$ cat config.mk
export PLATFORM = sky130hd
export DESIGN_NAME = demosaic_top
export DESIGN_NICKNAME = d
export VERILOG_FILES = /design/src/demosaic_pkg.sv /design/src/stream_pkg.sv /design/src/column_buffer.sv /design/src/bayer_interp.sv /design/src/rgb_serializer.sv /design/src/demosaic_top.sv
export SDC_FILE = /design/constraint.sdc
export NUM_CORES = 1
export LEC_CHECK = 0
export ABC_AREA = 0
export BUFFER_PORTS_ARGS = -buffer_cell sky130_fd_sc_hd__buf_2
export CAP_MARGIN = 20
export CORE_ASPECT_RATIO = 1.2
export CORE_MARGIN = 4
export CORE_UTILIZATION = 40
export CTS_BUF_LIST = sky130_fd_sc_hd__clkbuf_4 sky130_fd_sc_hd__clkbuf_8
export DETAILED_ROUTE_END_ITERATION = 10
export PLACE_DENSITY = 0.58
export SLEW_MARGIN = 20
export SYNTH_ARGS = -nofsm -noshare
export SYNTH_HDL_FRONTEND = slang
export SYNTH_HIERARCHICAL = 1
export SYNTH_SLANG_ARGS = --single-unit
export TNS_END_PERCENT = 50
$ cat constraint.sdc
create_clock -name clk -period 11.75 [get_ports clk]
set_input_delay 0.5875 -clock clk [delete_from_list [all_inputs] [get_ports clk]]
set_output_delay 0.5875 -clock clk [all_outputs]
set_load 0.05 [all_outputs]
$ cat src/demosaic_pkg.sv
`default_nettype none

package demosaic_pkg;

    parameter int PIX_W = 8;
    parameter int SUM_W = PIX_W + 2; // four pixels summed

    typedef logic [PIX_W-1:0] pixel_t;

    // partner phases differ only in bit 0
    typedef enum logic [1:0] {
        PH_B_CENTER   = 2'd0,
        PH_G_RED_ROW  = 2'd1,
        PH_G_BLUE_ROW = 2'd2,
        PH_R_CENTER   = 2'd3
    } phase_t;

    typedef struct packed {
        logic col_last;
        logic pic_last;
    } marks_t;

    // p1 p2 p3 / p4 p5 p6 / p7 p8 p9
    typedef struct packed {
        pixel_t p1;
        pixel_t p2;
        pixel_t p3;
        pixel_t p4;
        pixel_t p5; // centre
        pixel_t p6;
        pixel_t p7;
        pixel_t p8;
        pixel_t p9; // newest pixel
    } window_t;

    typedef struct packed {
        window_t pix;
        phase_t  phase;
        marks_t  marks;
    } window_beat_t;

endpackage

`default_nettype wire

$ cat src/stream_pkg.sv
`default_nettype none

package stream_pkg;

    typedef enum logic [1:0] {
        COLOR_R = 2'd0,
        COLOR_G = 2'd1,
        COLOR_B = 2'd2
    } color_t;

    typedef struct packed {
        demosaic_pkg::pixel_t r;
        demosaic_pkg::pixel_t g;
        demosaic_pkg::pixel_t b;
    } rgb_t;

    typedef struct packed {
        rgb_t                 rgb;
        demosaic_pkg::marks_t marks;
    } rgb_beat_t;

endpackage

`default_nettype wire

$ cat src/column_buffer.sv
`timescale 1ns/10ps
`default_nettype none

module column_buffer #(
    parameter int COL_HEIGHT = 8
) (
    input  wire                         clk,
    input  wire                         rst_n,
    input  wire                         start,
    input  wire                         valid,
    input  wire demosaic_pkg::pixel_t   data_in,
    input  wire                         end_col,
    input  wire                         end_pic,
    output logic                        win_valid,
    output demosaic_pkg::window_beat_t  win
);

    localparam int ROW_W = $clog2(COL_HEIGHT);
    localparam logic [ROW_W-1:0] LAST_ROW = ROW_W'(COL_HEIGHT - 1);

    typedef enum logic [2:0] {
        ST_IDLE,
        ST_FILL1,
        ST_FILL2,
        ST_NEW_COL,
        ST_PATTERN
    } state_t;

    logic                   start_q;
    logic                   valid_q;
    logic                   end_col_q;
    logic                   end_pic_q;
    demosaic_pkg::pixel_t   data_q;

    state_t                 state_q;
    logic [ROW_W-1:0]       row_q;
    logic                   red_first_q;
    demosaic_pkg::phase_t   phase_q;

    demosaic_pkg::pixel_t   col_left  [COL_HEIGHT];
    demosaic_pkg::pixel_t   col_mid   [COL_HEIGHT];
    demosaic_pkg::pixel_t   col_right [COL_HEIGHT];

    logic [ROW_W-1:0]       row_up;
    logic [ROW_W-1:0]       row_ctr;

    always_ff @(posedge clk or negedge rst_n) begin
        if (!rst_n) begin
            start_q   <= 1'b0;
            valid_q   <= 1'b0;
            end_col_q <= 1'b0;
            end_pic_q <= 1'b0;
        end else begin
            start_q   <= start;
            valid_q   <= valid;
            end_col_q <= end_col;
            end_pic_q <= end_pic;
        end
    end

    always_ff @(posedge clk) begin
        data_q <= data_in;
    end

    // position state machine
    always_ff @(posedge clk or negedge rst_n) begin
        if (!rst_n) begin
            state_q     <= ST_IDLE;
            row_q       <= '0;
            red_first_q <= 1'b1;
            phase_q     <= demosaic_pkg::PH_B_CENTER;
        end else if (state_q == ST_IDLE) begin
            if (start_q) begin
                state_q <= ST_FILL1;
            end
            row_q <= '0;
        end else if (valid_q) begin
            if (end_col_q) begin
                state_q <= ST_FILL1; // strip restarts
                row_q   <= '0;
            end else begin
                case (state_q)
                    ST_FILL1: begin
                        row_q <= (row_q == LAST_ROW) ? '0 : row_q + 1'b1;
                        if (row_q == LAST_ROW) begin
                            state_q <= ST_FILL2;
                        end
                    end
                    ST_FILL2: begin
                        row_q <= (row_q == LAST_ROW) ? '0 : row_q + 1'b1;
                        if (row_q == LAST_ROW) begin
                            state_q     <= ST_NEW_COL;
                            red_first_q <= 1'b1; // first pattern column is red-first
                        end
                    end
                    ST_NEW_COL: begin
                        row_q <= row_q + 1'b1;
                        if (row_q == ROW_W'(1)) begin
                            state_q <= ST_PATTERN;
                            phase_q <= red_first_q ? demosaic_pkg::PH_B_CENTER
                                                   : demosaic_pkg::PH_R_CENTER;
                        end
                    end
                    ST_PATTERN: begin
                        if (row_q == LAST_ROW) begin
                            state_q     <= ST_NEW_COL;
                            row_q       <= '0;
                            red_first_q <= ~red_first_q;
                        end else begin
                            row_q   <= row_q + 1'b1;
                            phase_q <= demosaic_pkg::phase_t'(phase_q ^ 2'b01);
                        end
                    end
                    default: state_q <= ST_IDLE;
                endcase
            end
        end
    end

    // column stores
    always_ff @(posedge clk) begin
        if (valid_q) begin
            case (state_q)
                ST_FILL1:   col_left[row_q]  <= data_q;
                ST_FILL2:   col_mid[row_q]   <= data_q;
                ST_NEW_COL: col_right[row_q] <= data_q;
                ST_PATTERN: begin
                    if (!end_col_q && row_q == LAST_ROW) begin
                        for (int i = 0; i < COL_HEIGHT; i++) begin
                            col_left[i] <= col_mid[i];
                            col_mid[i]  <= (i == COL_HEIGHT - 1) ? data_q : col_right[i];
                        end
                    end else begin
                        col_right[row_q] <= data_q;
                    end
                end
                default: ;
            endcase
        end
    end

    assign row_up  = row_q - ROW_W'(2);
    assign row_ctr = row_q - ROW_W'(1);

    always_comb begin
        win.pix.p1          = col_left[row_up];
        win.pix.p2          = col_mid[row_up];
        win.pix.p3          = col_right[row_up];
        win.pix.p4          = col_left[row_ctr];
        win.pix.p5          = col_mid[row_ctr];
        win.pix.p6          = col_right[row_ctr];
        win.pix.p7          = col_left[row_q];
        win.pix.p8          = col_mid[row_q];
        win.pix.p9          = data_q; // not yet stored
        win.phase           = phase_q;
        win.marks.col_last  = end_col_q;
        win.marks.pic_last  = end_pic_q;
    end

    assign win_valid = valid_q && (state_q == ST_PATTERN);

    // a window needs two rows above the new pixel
    a_row_in_range: assert property (@(posedge clk) disable iff (!rst_n)
        int'(row_q) < COL_HEIGHT && (state_q != ST_PATTERN || row_q >= ROW_W'(2)))
        else $error("row counter out of range");

endmodule

`default_nettype wire

$ cat src/bayer_interp.sv
`timescale 1ns/10ps
`default_nettype none

module bayer_interp (
    input  wire                         clk,
    input  wire                         rst_n,
    input  wire                         win_valid,
    input  wire demosaic_pkg::window_beat_t win,
    output logic                        rgb_valid,
    output stream_pkg::rgb_beat_t       rgb
);

    typedef logic [demosaic_pkg::SUM_W-1:0] sum_t;

    logic                   s1_valid_q;
    sum_t                   up_sum_q;
    sum_t                   down_sum_q;
    sum_t                   hor_sum_q;
    sum_t                   ver_sum_q;
    demosaic_pkg::pixel_t   centre_q;
    demosaic_pkg::phase_t   phase_q;
    demosaic_pkg::marks_t   marks_q;

    sum_t                   corner_sum;
    sum_t                   cross_sum;
    stream_pkg::rgb_t       rgb_d;

    always_ff @(posedge clk or negedge rst_n) begin
        if (!rst_n) begin
            s1_valid_q <= 1'b0;
            rgb_valid  <= 1'b0;
        end else begin
            s1_valid_q <= win_valid;
            rgb_valid  <= s1_valid_q;
        end
    end

    // stage one neighbour sums
    always_ff @(posedge clk) begin
        if (win_valid) begin
            up_sum_q   <= sum_t'(win.pix.p1) + sum_t'(win.pix.p3);
            down_sum_q <= sum_t'(win.pix.p7) + sum_t'(win.pix.p9);
            hor_sum_q  <= sum_t'(win.pix.p4) + sum_t'(win.pix.p6);
            ver_sum_q  <= sum_t'(win.pix.p2) + sum_t'(win.pix.p8);
            centre_q   <= win.pix.p5;
            phase_q    <= win.phase;
            marks_q    <= win.marks;
        end
    end

    assign corner_sum = up_sum_q + down_sum_q;
    assign cross_sum  = hor_sum_q + ver_sum_q;

    always_comb begin
        case (phase_q)
            demosaic_pkg::PH_B_CENTER: begin
                rgb_d.r = demosaic_pkg::pixel_t'(corner_sum >> 2);
                rgb_d.g = demosaic_pkg::pixel_t'(cross_sum >> 2);
                rgb_d.b = centre_q;
            end
            demosaic_pkg::PH_G_RED_ROW: begin
                rgb_d.r = demosaic_pkg::pixel_t'(hor_sum_q >> 1);
                rgb_d.g = centre_q;
                rgb_d.b = demosaic_pkg::pixel_t'(ver_sum_q >> 1);
            end
            demosaic_pkg::PH_G_BLUE_ROW: begin
                rgb_d.r = demosaic_pkg::pixel_t'(ver_sum_q >> 1);
                rgb_d.g = centre_q;
                rgb_d.b = demosaic_pkg::pixel_t'(hor_sum_q >> 1);
            end
            default: begin // red centre
                rgb_d.r = centre_q;
                rgb_d.g = demosaic_pkg::pixel_t'(cross_sum >> 2);
                rgb_d.b = demosaic_pkg::pixel_t'(corner_sum >> 2);
            end
        endcase
    end

    // stage two finished triple
    always_ff @(posedge clk) begin
        if (s1_valid_q) begin
            rgb.rgb   <= rgb_d;
            rgb.marks <= marks_q;
        end
    end

endmodule

`default_nettype wire

$ cat src/rgb_serializer.sv
`timescale 1ns/10ps
`default_nettype none

module rgb_serializer (
    input  wire                         clk,
    input  wire                         rst_n,
    input  wire                         rgb_valid,
    input  wire stream_pkg::rgb_beat_t  rgb,
    output logic                        out_valid,
    output demosaic_pkg::pixel_t        rgb_data,
    output stream_pkg::color_t          color,
    output logic                        col_last,
    output logic                        pic_last
);

    typedef enum logic [1:0] {
        BEAT_IDLE,
        BEAT_R,
        BEAT_G,
        BEAT_B
    } beat_t;

    beat_t                  beat_q;
    demosaic_pkg::pixel_t   g_q;
    demosaic_pkg::pixel_t   b_q;

    always_ff @(posedge clk or negedge rst_n) begin
        if (!rst_n) begin
            out_valid <= 1'b0;
            color     <= stream_pkg::COLOR_R;
            col_last  <= 1'b0;
            pic_last  <= 1'b0;
            beat_q    <= BEAT_IDLE;
        end else if (rgb_valid) begin
            out_valid <= 1'b1;
            color     <= stream_pkg::COLOR_R;
            col_last  <= rgb.marks.col_last; // held for all three beats
            pic_last  <= rgb.marks.pic_last;
            beat_q    <= BEAT_R;
        end else begin
            case (beat_q)
                BEAT_R: begin
                    color  <= stream_pkg::COLOR_G;
                    beat_q <= BEAT_G;
                end
                BEAT_G: begin
                    color  <= stream_pkg::COLOR_B;
                    beat_q <= BEAT_B;
                end
                BEAT_B: begin
                    out_valid <= 1'b0;
                    color     <= stream_pkg::COLOR_R;
                    col_last  <= 1'b0;
                    pic_last  <= 1'b0;
                    beat_q    <= BEAT_IDLE;
                end
                default: ;
            endcase
        end
    end

    always_ff @(posedge clk) begin
        if (rgb_valid) begin
            rgb_data <= rgb.rgb.r;
            g_q      <= rgb.rgb.g;
            b_q      <= rgb.rgb.b;
        end else if (beat_q == BEAT_R) begin
            rgb_data <= g_q;
        end else if (beat_q == BEAT_G) begin
            rgb_data <= b_q;
        end
    end

    // pixels closer than three cycles would cut a triple short
    a_no_overrun: assert property (@(posedge clk) disable iff (!rst_n)
        rgb_valid |-> (beat_q == BEAT_IDLE || beat_q == BEAT_B))
        else $error("new triple while R or G beat pending");

endmodule

`default_nettype wire

$ cat src/demosaic_top.sv
`timescale 1ns/10ps
`default_nettype none

module demosaic_top #(
    parameter int COL_HEIGHT = 8
) (
    input  wire                         clk,
    input  wire                         rst_n,
    input  wire                         start,
    input  wire                         valid,
    input  wire demosaic_pkg::pixel_t   data_in,
    input  wire                         end_col,
    input  wire                         end_pic,
    output logic                        rgb_valid,
    output demosaic_pkg::pixel_t        rgb_data,
    output stream_pkg::color_t          color,
    output logic                        col_last,
    output logic                        pic_last
);

    logic                       win_valid;
    demosaic_pkg::window_beat_t win;
    logic                       interp_valid;
    stream_pkg::rgb_beat_t      interp_rgb;

    column_buffer #(
        .COL_HEIGHT (COL_HEIGHT)
    ) u_column_buffer (
        .clk        (clk),
        .rst_n      (rst_n),
        .start      (start),
        .valid      (valid),
        .data_in    (data_in),
        .end_col    (end_col),
        .end_pic    (end_pic),
        .win_valid  (win_valid),
        .win        (win)
    );

    bayer_interp u_bayer_interp (
        .clk        (clk),
        .rst_n      (rst_n),
        .win_valid  (win_valid),
        .win        (win),
        .rgb_valid  (interp_valid),
        .rgb        (interp_rgb)
    );

    rgb_serializer u_rgb_serializer (
        .clk        (clk),
        .rst_n      (rst_n),
        .rgb_valid  (interp_valid),
        .rgb        (interp_rgb),
        .out_valid  (rgb_valid),
        .rgb_data   (rgb_data),
        .color      (color),
        .col_last   (col_last),
        .pic_last   (pic_last)
    );

endmodule

`default_nettype wire

==> results.env, run 1 <==
ANTENNA_LEFT=0
SETUP_VIOL=0
DRT_ITER0_MARKERS=729
AREA_GROWTH_SYN_TO_LAYOUT_PCT=10.2
LAYOUT_WORST_PATH_CYCLE_SHARE_PCT=41.1
FIRST_GLOBAL_VIAS=10600
POST_CTS_RESIZE_COUNT=0
FINAL.SETUP.WORST_SLACK_NS=6.92
CRITICAL_PATH.N_BUFFERS_INVERTERS=2
DESIGN.FINAL.NETS=1244
GP_CONGESTION=0.868
ROUTE.VIAS.TOTAL=10200
WORST-PATH-MAX-FANOUT=28
P_LEAK_nW=7.06
POST-ROUTE-MIN-PERIOD_NS=4.83
INITIAL_UTIL_PCT=40.5
DRIVE_ABOVE_1_SHARE_PCT=30.3
CLOCK_TREE_FROM_TRITONCTS='yes'
SYNTH_SEQUENTIAL_AREA_RATIO_PCT=54.2
MAX-CAP-VIOLATIONS=0
HOLD_VIOL_FINAL=0
SYNTH_TOP_AREA_SHARE_PCT=50.1
ARRIVAL_NS=5.17
VDD.IR_DROP.WORST_mV=0.0781
CRITICAL_PATH.SLOWEST_CELL='ha_2'
COMB_POWER_SHARE_PCT=30.6
CRITICAL_PATH.ENDPOINT_TYPE='register'
CLK_PIN_SLEW_WORST_PATHS_NS=0.06
FINALINSTANCEAREA_UM2=19100
POWERDENSITY_nW_PER_UM2=184
GRT_START_MAX_NET_PINS=91
ASYNC_RESET_FF_SHARE_PCT=6.88
PLACEMENT_ROWS=83
HOLD_DEPTH=1
CLOCK_TREE_ROOT='clkbuf_8'
GRT_FIRST_PASS_WIRELENGTH_UM=64400
SWITCHING_SHARE_PCT=30.9
CLOCK_SKEW_NS=0.0349
POWER.SWITCHING_W=0.00109
NUMBER_OF_ANTENNA_VIOLATIONS_AT_THE_FIRST_CHECK_IN_GLOBAL_ROUTING=1
DIEAREA_UM2=46900
DRV_SLEW=0
YOSYS_REGISTER_BITS=320
DETAIL_ROUTED_NET_LENGTH_PER_STANDARD_CELL_UM=23.7
POST_CTS.REPAIR.SETUP_BUFFERS=0
CRITPATHTOPFAMILY='adder cells'
STATUS='finished, final reports clean'
WORST_SLACK_AT_PLACEMENT_NS=6.87
PATH_CLASS='register to register'
CRIT_CELLS=12
MAPPEDNETLISTNETS=1212
AREA_OF_THE_MAPPED_NETLIST_UM2=17400
P_INT_W=0.00244
DIE_H_UM=236
FP.COREAREA_UM2=42900
RSZ_0062_RAISED_AFTER_GLOBAL_ROUTING='false'
FP.DIEW_UM=198
FINALWIRELENGTH_UM=41800
PLACE.PORT_BUFFERS=26
CLKLATENCYLATEPIN_NS=0.61
SYN_AREA_PER_CELL_UM2=15.3
CRITPATHREQUIREDTIME_NS=12.09
CLK_PATH_BUF_DEPTH=3
TIMING.SETUP.TNS_NS=0
HPWLAFTERDP_UM=30300
POST-SYNTH-TOP-AREA-CELL='edfxtp_1'
WORST_PATH_LARGEST_CELL_DELAY_NS=0.83
TIMING_WORST_SLEW_PIN_VALUE_NS=1.08
GLOBALROUTE.TOTALOVERFLOW=0
IO_PINS=27
SLEW-LIMIT-HEADROOM_PCT=27.5
SYNTH_ENABLE_FLOP_CELLS=290
REG2REGPATHDEPTH=12
POWER.SHARE.CLOCK_PCT=30.2
H-TREE-DEPTH=2
POST_SYNTHESIS_CELLS=1137
SYNTH_AREA_LEADERS='edfxtp_1 50%, mux4_2 14%, a21o_1 5.7%'
GLOBAL_ROUTE.USAGE.TOTAL_PCT=18.0
CRITPATHLAUNCHTYPE='register'
WORSTPATHCELLLIST='clkinv_1 > ha_2 > buf_4 > mux4_2 > mux2_2 > ha_1 > fa_1 > a21o_1 > a21oi_1 > nor2_1 > a211oi_1 > xnor2_1'
NUMBER_OF_CLOCK_BUFFERS_INSERTED_BY_TRITONCTS=54
CLOCK_SINKS=320
YOSYS.CELL_TYPES.COUNT=73
SYNTH_FF_TYPE='edfxtp_1'
MAX_CLOCK_FREQ_MHz=207
LAYOUT.FILLER_CELLS=3777
WORSTHOLDPATHTYPE='input pin to register'
DRT_FIRST_PASS_ITERS=5
ROUTE.DETAILED.DRC=0
PLACEDINSTANCEAREA_UM2=18000
YS_WARN_COUNT=6
SHARE_OF_TOTAL_POWER_IN_SEQUENTIAL_CELLS_PCT=39.2
ROUTE.DETAILED.VIAS_PER_INST=5.75
-- final timing paths --
path	startpoint	end	slack, ns
max reg2reg	u_column_buffer/row_q[1]$_DFFE_PN0P_	u_bayer_interp/hor_sum_q[6]$_DFFE_PP_	6.92
max in group asynchronous	rst_n	u_column_buffer/row_q[0]$_DFFE_PN0P_	10.84
min in group asynchronous	rst_n	u_rgb_serializer/out_valid$_DFFE_PN0P_	0.50
max	u_column_buffer/row_q[1]$_DFFE_PN0P_	u_bayer_interp/hor_sum_q[6]$_DFFE_PP_	6.92
min	data_in[7]	u_column_buffer/data_q[7]$_DFF_P_	0.07
min reg2reg	u_bayer_interp/rgb[16]$_DFFE_PP_	u_rgb_serializer/g_q[6]$_DFFE_PP_	0.41
-- cell usage after synthesis (6+ instances only) --
cell,number
a211oi_1,6
a21o_1,133
a21oi_1,33
a31oi_1,9
and2_1,9
and3_1,7
buf_2,41
buf_4,6
buf_6,13
clkbuf_1,16
dfrtp_1,21
dfxtp_1,8
edfxtp_1,290
ha_1,57
inv_1,14
mux2_1,14
mux2_2,80
mux2_4,7
mux4_2,105
nand2_1,44
nand4bb_1,8
nor2_1,25
nor2b_1,14
nor3_1,17
o21ai_0,30
o311ai_1,8
o31ai_1,7
xnor2_1,25
xor2_1,13
-- worst register-to-register path: stages (launching register included) --
cell      delay [ns]
dfrtp_2         0.73
clkinv_1        0.20
ha_2            0.83
buf_4           0.55
mux4_2          0.39
mux2_2          0.28
ha_1            0.23
fa_1            0.45
a21o_1          0.19
a21oi_1         0.26
nor2_1          0.11
a211oi_1        0.27
xnor2_1         0.09
-- final cells by class --
type	instances	area (um^2)	area share (%)
Clock inverter	26	230	1.20
Sequential cell	320	9430	49.2
Timing Repair Buffer	57	365	1.91
Clock buffer	75	945	4.93
Multi-Input combinational cell	721	7430	38.8
Inverter	15	56.3	0.294
Tap cell	552	691	3.61
Antenna cell	1	2.50	0.0131
-- layout by cell type, fill, tap and decap left out, types with 6 or more instances in the layout --
cell and count:
nand2_1 44, mux2_1 14, a31oi_1 9, clkbuf_4 14
nor2_1 23, inv_1 13, clkinv_2 10, xnor2_1 25
mux2_2 80, o31ai_1 7, nor2b_1 14, nand4bb_1 8
clkinv_1 10, mux4_2 105, and2_1 9, and3_1 6
a21oi_1 33, clkbuf_8 61, a211oi_1 6, ha_1 56
xor2_1 13, edfxtp_1 290, buf_4 30, dfxtp_1 8
buf_2 26, o21ai_0 30, o311ai_1 8, a21o_1 133
mux2_4 7, nor3_1 17, dfrtp_1 19
-- layer usage --
| layer | vias up | part of all wire [%] | GRT usage [%] |
|---|---|---|---|
| met5 | - | 0 | 0 |
| met3 | 61 | 5.1 | 3.07 |
| met1 | 5180 | 41 | 23.3 |
| met4 | 0 | 2.2 | 4.72 |
| li1 | 4616 | - | - |
| met2 | 297 | 52 | 31.2 |
-- through the flow --
stage,total power [W],instances,util (%),hold WS (ns)
2_1_floorplan,0.00222,1137,-,0.292
4_1_cts,0.00356,1766,44.6,0.0358
6_report,0.00352,1767,44.6,0.0722
5_1_grt,0.00371,1767,44.6,0.0382
3_5_place_dp,0.00248,1664,41.9,0.405
3_3_place_gp,0.00247,1664,41.9,0.401
-- logic make-up (layout without fill, tap and decap cells) --
logic type               after synthesis  count (layout)  share of synthesized area [%]
AO/OA/AOI/OAI                        257             257                           10.4
XOR/XNOR                              39              39                           2.01
adder cells (fa/ha/maj)               61              61                           4.56
buffers and inverters                 96             173                           3.12
flip-flops                           320             320                           54.2
multiplexers                         210             210                           20.8
other                                  0               1                              0
AND/OR/NAND/NOR                      154             154                           4.87
-- state kept, by name (all words and copies together), names as in the netlist, 9 cells and up --
signal	count
u_bayer_interp/rgb	26
u_column_buffer/col_right	64
u_column_buffer/col_left	64
u_column_buffer/col_mid	64
u_bayer_interp/hor_sum_q	9
u_bayer_interp/down_sum_q	9
u_bayer_interp/up_sum_q	9
u_bayer_interp/ver_sum_q	9
-- power groups by stage --
stage                     Clock (W)  Sequential, W  Combinational [W]
after global placement            0        0.00141            0.00107
after global routing        0.00115        0.00139            0.00117
final                       0.00106        0.00138            0.00108
after CTS                   0.00110        0.00138            0.00108
after detailed placement          0        0.00141            0.00107
after floorplan                   0        0.00144           0.000781
-- timing repair --
| action | CTS | global route |
|---|---|---|
| endpoints found under the hold margin | 21 | 0 |
| hold buffers | 1 | 0 |
| setup endpoints to repair | 0 | 0 |
Note: power is estimated with default switching activity, not from simulation.
==> inputs of run 2 (changes only) <==
- ABC_AREA: 0 -> 1
- clock period: 11.75 -> 4.69 ns (I/O delays scaled with it)
==> run 2 against run 1 <==
Effect of this change: first-iteration DRC count is 63% higher; total power grew to 4.2 times the previous value; global-route usage is 2.7 points higher; cell count is 49% higher; combinational power grew to 7.5 times the previous value; synthesized cell count is 74% higher; largest cell class unchanged; critical path type unchanged.
==> results.env, run 2 <==
STATUS='finished, final reports clean'  # unchanged
HOLD-WORST-SLACK_NS=0.103  # was 0.0722 ns
SLEW-LIMIT-HEADROOM_PCT=28.5  # was 27.5%
CLOCK_TREE_FROM_TRITONCTS='yes'  # unchanged
ROUTE.VIAS.TOTAL=14100  # was 10200
PATH_CLASS='register to register'  # unchanged
HPWLAFTERDP_UM=36900  # was 30300 um
DRIVE_ABOVE_1_SHARE_PCT=12.8  # was 30.3%
LAYOUT_COMMONEST_CELL='nand2_1'  # was edfxtp_1
INITIAL_UTIL_PCT=40.7  # was 40.5%
SETUP_VIOL=0  # unchanged
TIMING.SETUP.TNS_NS=0  # unchanged
P_LEAK_nW=8.11  # was 7.06 nW
CLKLATENCYLATEPIN_NS=0.66  # was 0.61 ns
ANTENNA_LEFT=0  # unchanged
ASYNC_RESET_FF_SHARE_PCT=6.88  # unchanged
CLOCK_TREE_ROOT='clkbuf_8'  # unchanged
YS_WARN_COUNT=6  # unchanged
CRITPATHLAUNCHTYPE='register'  # unchanged
SYNTH_MOST_COMMON_CELL='nand2_1'  # was edfxtp_1
GRT_FIRST_PASS_WIRELENGTH_UM=79500  # was 64400 um
SYNTH_SEQUENTIAL_AREA_RATIO_PCT=51.3  # was 54.2%
CLOCK_SKEW_NS=0.0489  # was 0.0349 ns
ROUTE.DETAILED.DRC=0  # unchanged
SYN_AREA_PER_CELL_UM2=9.30  # was 15.3 um^2
YOSYS_REGISTER_BITS=320  # unchanged
CLK_PATH_BUF_DEPTH=3  # unchanged
GLOBALROUTE.TOTALOVERFLOW=0  # unchanged
POWERDENSITY_nW_PER_UM2=727  # was 184 nW/um^2
WORST_SLACK_AT_PLACEMENT_NS=1.23  # was 6.87 ns
DIE_H_UM=243  # was 236 um
YS_TOP_CELLS_BY_COUNT='410 x nand2_1, 290 x edfxtp_1, 199 x o21ai_0'  # was 290 x edfxtp_1, 133 x a21o_1, 105 x mux4_2
SYNTH_ENABLE_FLOP_CELLS=290  # unchanged
CLOCK_SINKS=320  # unchanged
FIRST_GLOBAL_VIAS=13800  # was 10600
PLACEMENT_ROWS=85  # was 83
NUMBER_OF_CLOCK_BUFFERS_INSERTED_BY_TRITONCTS=52  # was 54
GRT_START_MAX_NET_PINS=203  # was 91
YOSYS.CELL_TYPES.COUNT=45  # was 73
NUMPLACEDINSTANCES=2526  # was 1664
WORST-PATH-MAX-FANOUT=80  # was 28
TIMING_WORST_SLEW_PIN_VALUE_NS=1.07  # was 1.08 ns
MAX-CAP-VIOLATIONS=0  # unchanged
FINALWIRELENGTH_UM=51300  # was 41800 um
FP.COREAREA_UM2=45100  # was 42900 um^2
POST-SYNTH-TOP-AREA-CELL='edfxtp_1'  # unchanged
AREA_OF_THE_MAPPED_NETLIST_UM2=18400  # was 17400 um^2
SYNTH_AREA_LEADERS='edfxtp_1 47%, nand2_1 8.4%, o21ai_0 5.4%'  # was edfxtp_1 50%, mux4_2 14%, a21o_1 5.7%
AREA_GROWTH_SYN_TO_LAYOUT_PCT=9.94  # was 10.2%
GLOBAL_ROUTE.USAGE.TOTAL_PCT=20.7  # was 18.0%
INSTANCES_NO_FILL=2636  # was 1767
DETAIL_ROUTED_NET_LENGTH_PER_STANDARD_CELL_UM=19.4  # was 23.7 um
POST_CTS_RESIZE_COUNT=0  # unchanged
ARRIVAL_NS=3.90  # was 5.17 ns
MOST_FREQUENT_CELLS_IN_THE_LAYOUT='410 x nand2_1, 290 x edfxtp_1, 199 x o21ai_0'  # was 290 x edfxtp_1, 133 x a21o_1, 105 x mux4_2
IO_PINS=27  # unchanged
POST_SYNTHESIS_CELLS=1974  # was 1137
CRITPATHREQUIREDTIME_NS=5.06  # was 12.09 ns
DRT_ITER0_MARKERS=1189  # was 729
PLACE.PORT_BUFFERS=26  # unchanged
DRT_FIRST_PASS_ITERS=5  # unchanged
H-TREE-DEPTH=2  # unchanged
FINAL.SETUP.WORST_SLACK_NS=1.16  # was 6.92 ns
DRV_SLEW=0  # unchanged
CLK_PIN_SLEW_WORST_PATHS_NS=0.07  # was 0.06 ns
ROUTE.DETAILED.VIAS_PER_INST=5.33  # was 5.75
GP_CONGESTION=0.885  # was 0.868
MAX_CLOCK_FREQ_MHz=283  # was 207 MHz
ANTENNA_CELLS=0  # was 1
RSZ_0062_RAISED_AFTER_GLOBAL_ROUTING='false'  # unchanged
SYNTH_TOP_AREA_SHARE_PCT=47.4  # was 50.1%
SYNTH_FF_TYPE='edfxtp_1'  # unchanged
DESIGN.FINAL.NETS=2059  # was 1244
MAPPEDNETLISTNETS=2049  # was 1212
FP.DIEW_UM=204  # was 198 um
NUMBER_OF_ANTENNA_VIOLATIONS_AT_THE_FIRST_CHECK_IN_GLOBAL_ROUTING=0  # was 1
HOLD_VIOL_FINAL=0  # unchanged
LAYOUT_WORST_PATH_CYCLE_SHARE_PCT=75.3  # was 41.1%
POST-ROUTE-MIN-PERIOD_NS=3.53  # was 4.83 ns
CRITICAL_PATH.ENDPOINT_TYPE='register'  # unchanged
VDD.IR_DROP.WORST_mV=0.401  # was 0.0781 mV
WORSTHOLDPATHTYPE='input pin to asynchronous set/reset pin'  # was input pin to register
DIEAREA_UM2=49400  # was 46900 um^2
REG.LARGEST.LIST='u_column_buffer/col_left x64, u_column_buffer/col_mid x64, u_column_buffer/col_right x64'  # unchanged
-- run 2: cell types whose count changed in the layout (fill, tap and decap cells not counted), moves of 23 or more --
cell,before,now
inv_1,13,188
mux2_2,80,0
o21ai_1,0,32
mux4_2,105,0
mux2i_1,1,29
nand3_1,3,184
a21o_1,133,0
o21ai_2,0,76
nand2_1,44,410
o21ai_0,30,199
o21a_1,1,24
nor2_1,23,70
a21oi_1,33,140
-- run 2: cells by family (layout without fill, tap and decap cells) --
group | Yosys count | after routing | share of synthesized area, %
AO/OA/AOI/OAI | 510 | 510 | 16.2
multiplexers | 29 | 29 | 1.58
buffers and inverters | 310 | 363 | 7.81
adder cells (fa/ha/maj) | 61 | 61 | 4.32
flip-flops | 320 | 320 | 51.3
AND/OR/NAND/NOR | 715 | 715 | 17.4
XOR/XNOR | 29 | 29 | 1.38
-- run 2: final timing paths --
path | startpoint | end | slack (ns) | cells after the start
max | u_column_buffer/row_q[0]$_DFFE_PN0P_ | u_bayer_interp/up_sum_q[6]$_DFFE_PP_ | 1.16 | 14
min | rst_n | u_column_buffer/start_q$_DFF_PN0_ | 0.10 | 2
max reg2reg | u_column_buffer/row_q[0]$_DFFE_PN0P_ | u_bayer_interp/up_sum_q[6]$_DFFE_PP_ | 1.16 | 14
min reg2reg | u_bayer_interp/rgb[9]$_DFFE_PP_ | u_rgb_serializer/b_q[7]$_DFFE_PP_ | 0.40 | 0
max in group asynchronous | rst_n | u_column_buffer/row_q[0]$_DFFE_PN0P_ | 4.19 | 2
min in group clk | data_in[6] | u_column_buffer/data_q[6]$_DFF_P_ | 0.21 | 2
-- run 2: worst max-delay path, stage by stage, from the launching register on --
cell,delay (ns)
dfrtp_4,0.58
inv_4,0.21
buf_4,0.57
a21oi_1,0.12
o21ai_0,0.11
nand2_1,0.08
o21a_1,0.24
ha_1,0.30
fa_1,0.44
nand3_1,0.09
nand3_1,0.12
nand2_1,0.09
nand2_1,0.05
a21oi_1,0.15
xnor2_1,0.08
-- run 2: layout make-up --
type	instances	area (um^2)
fillers	4365	24900
flip-flops and latches	320	9430
multi-input cells	1344	7540
clock buffers	72	897
well taps	609	762
inverters	196	738
repair buffers	70	543
clock inverters	25	288
-- run 2: power breakdown --
| group | switching (W) | internal [W] | leakage, nW | total, W |
|---|---|---|---|---|
| Combinational | 0.00535 | 0.00272 | 4.54 | 0.00807 |
| Sequential | 0.000153 | 0.00372 | 2.96 | 0.00388 |
| Clock | 0.00115 | 0.00158 | 0.609 | 0.00273 |
| Total | 0.00666 | 0.00802 | 8.11 | 0.0147 |
-- run 2: repair_timing --
item,in CTS,in global routing
setup buffers,0,0
hold endpoints to repair,34,0
hold buffers,13,0
-- run 2: metal layers --
layer / vias up / wire length (um) / GRT usage (%)
met5: - / 0 / 0
met4: 0 / 2610 / 9.68
met2: 444 / 26100 / 37.1
met3: 155 / 2630 / 3.55
li1: 6874 / - / -
met1: 6586 / 19900 / 24.1
-- run 2: metrics by stage --
stage               utilization (%)  instance area (um^2)  total power [W]
floorplan                         -                 18400          0.00957
global placement               41.9                 18900           0.0118
detailed placement             41.9                 18900           0.0119
CTS                            44.8                 20200           0.0148
global route                   44.8                 20200           0.0158
finish                         44.8                 20200           0.0147
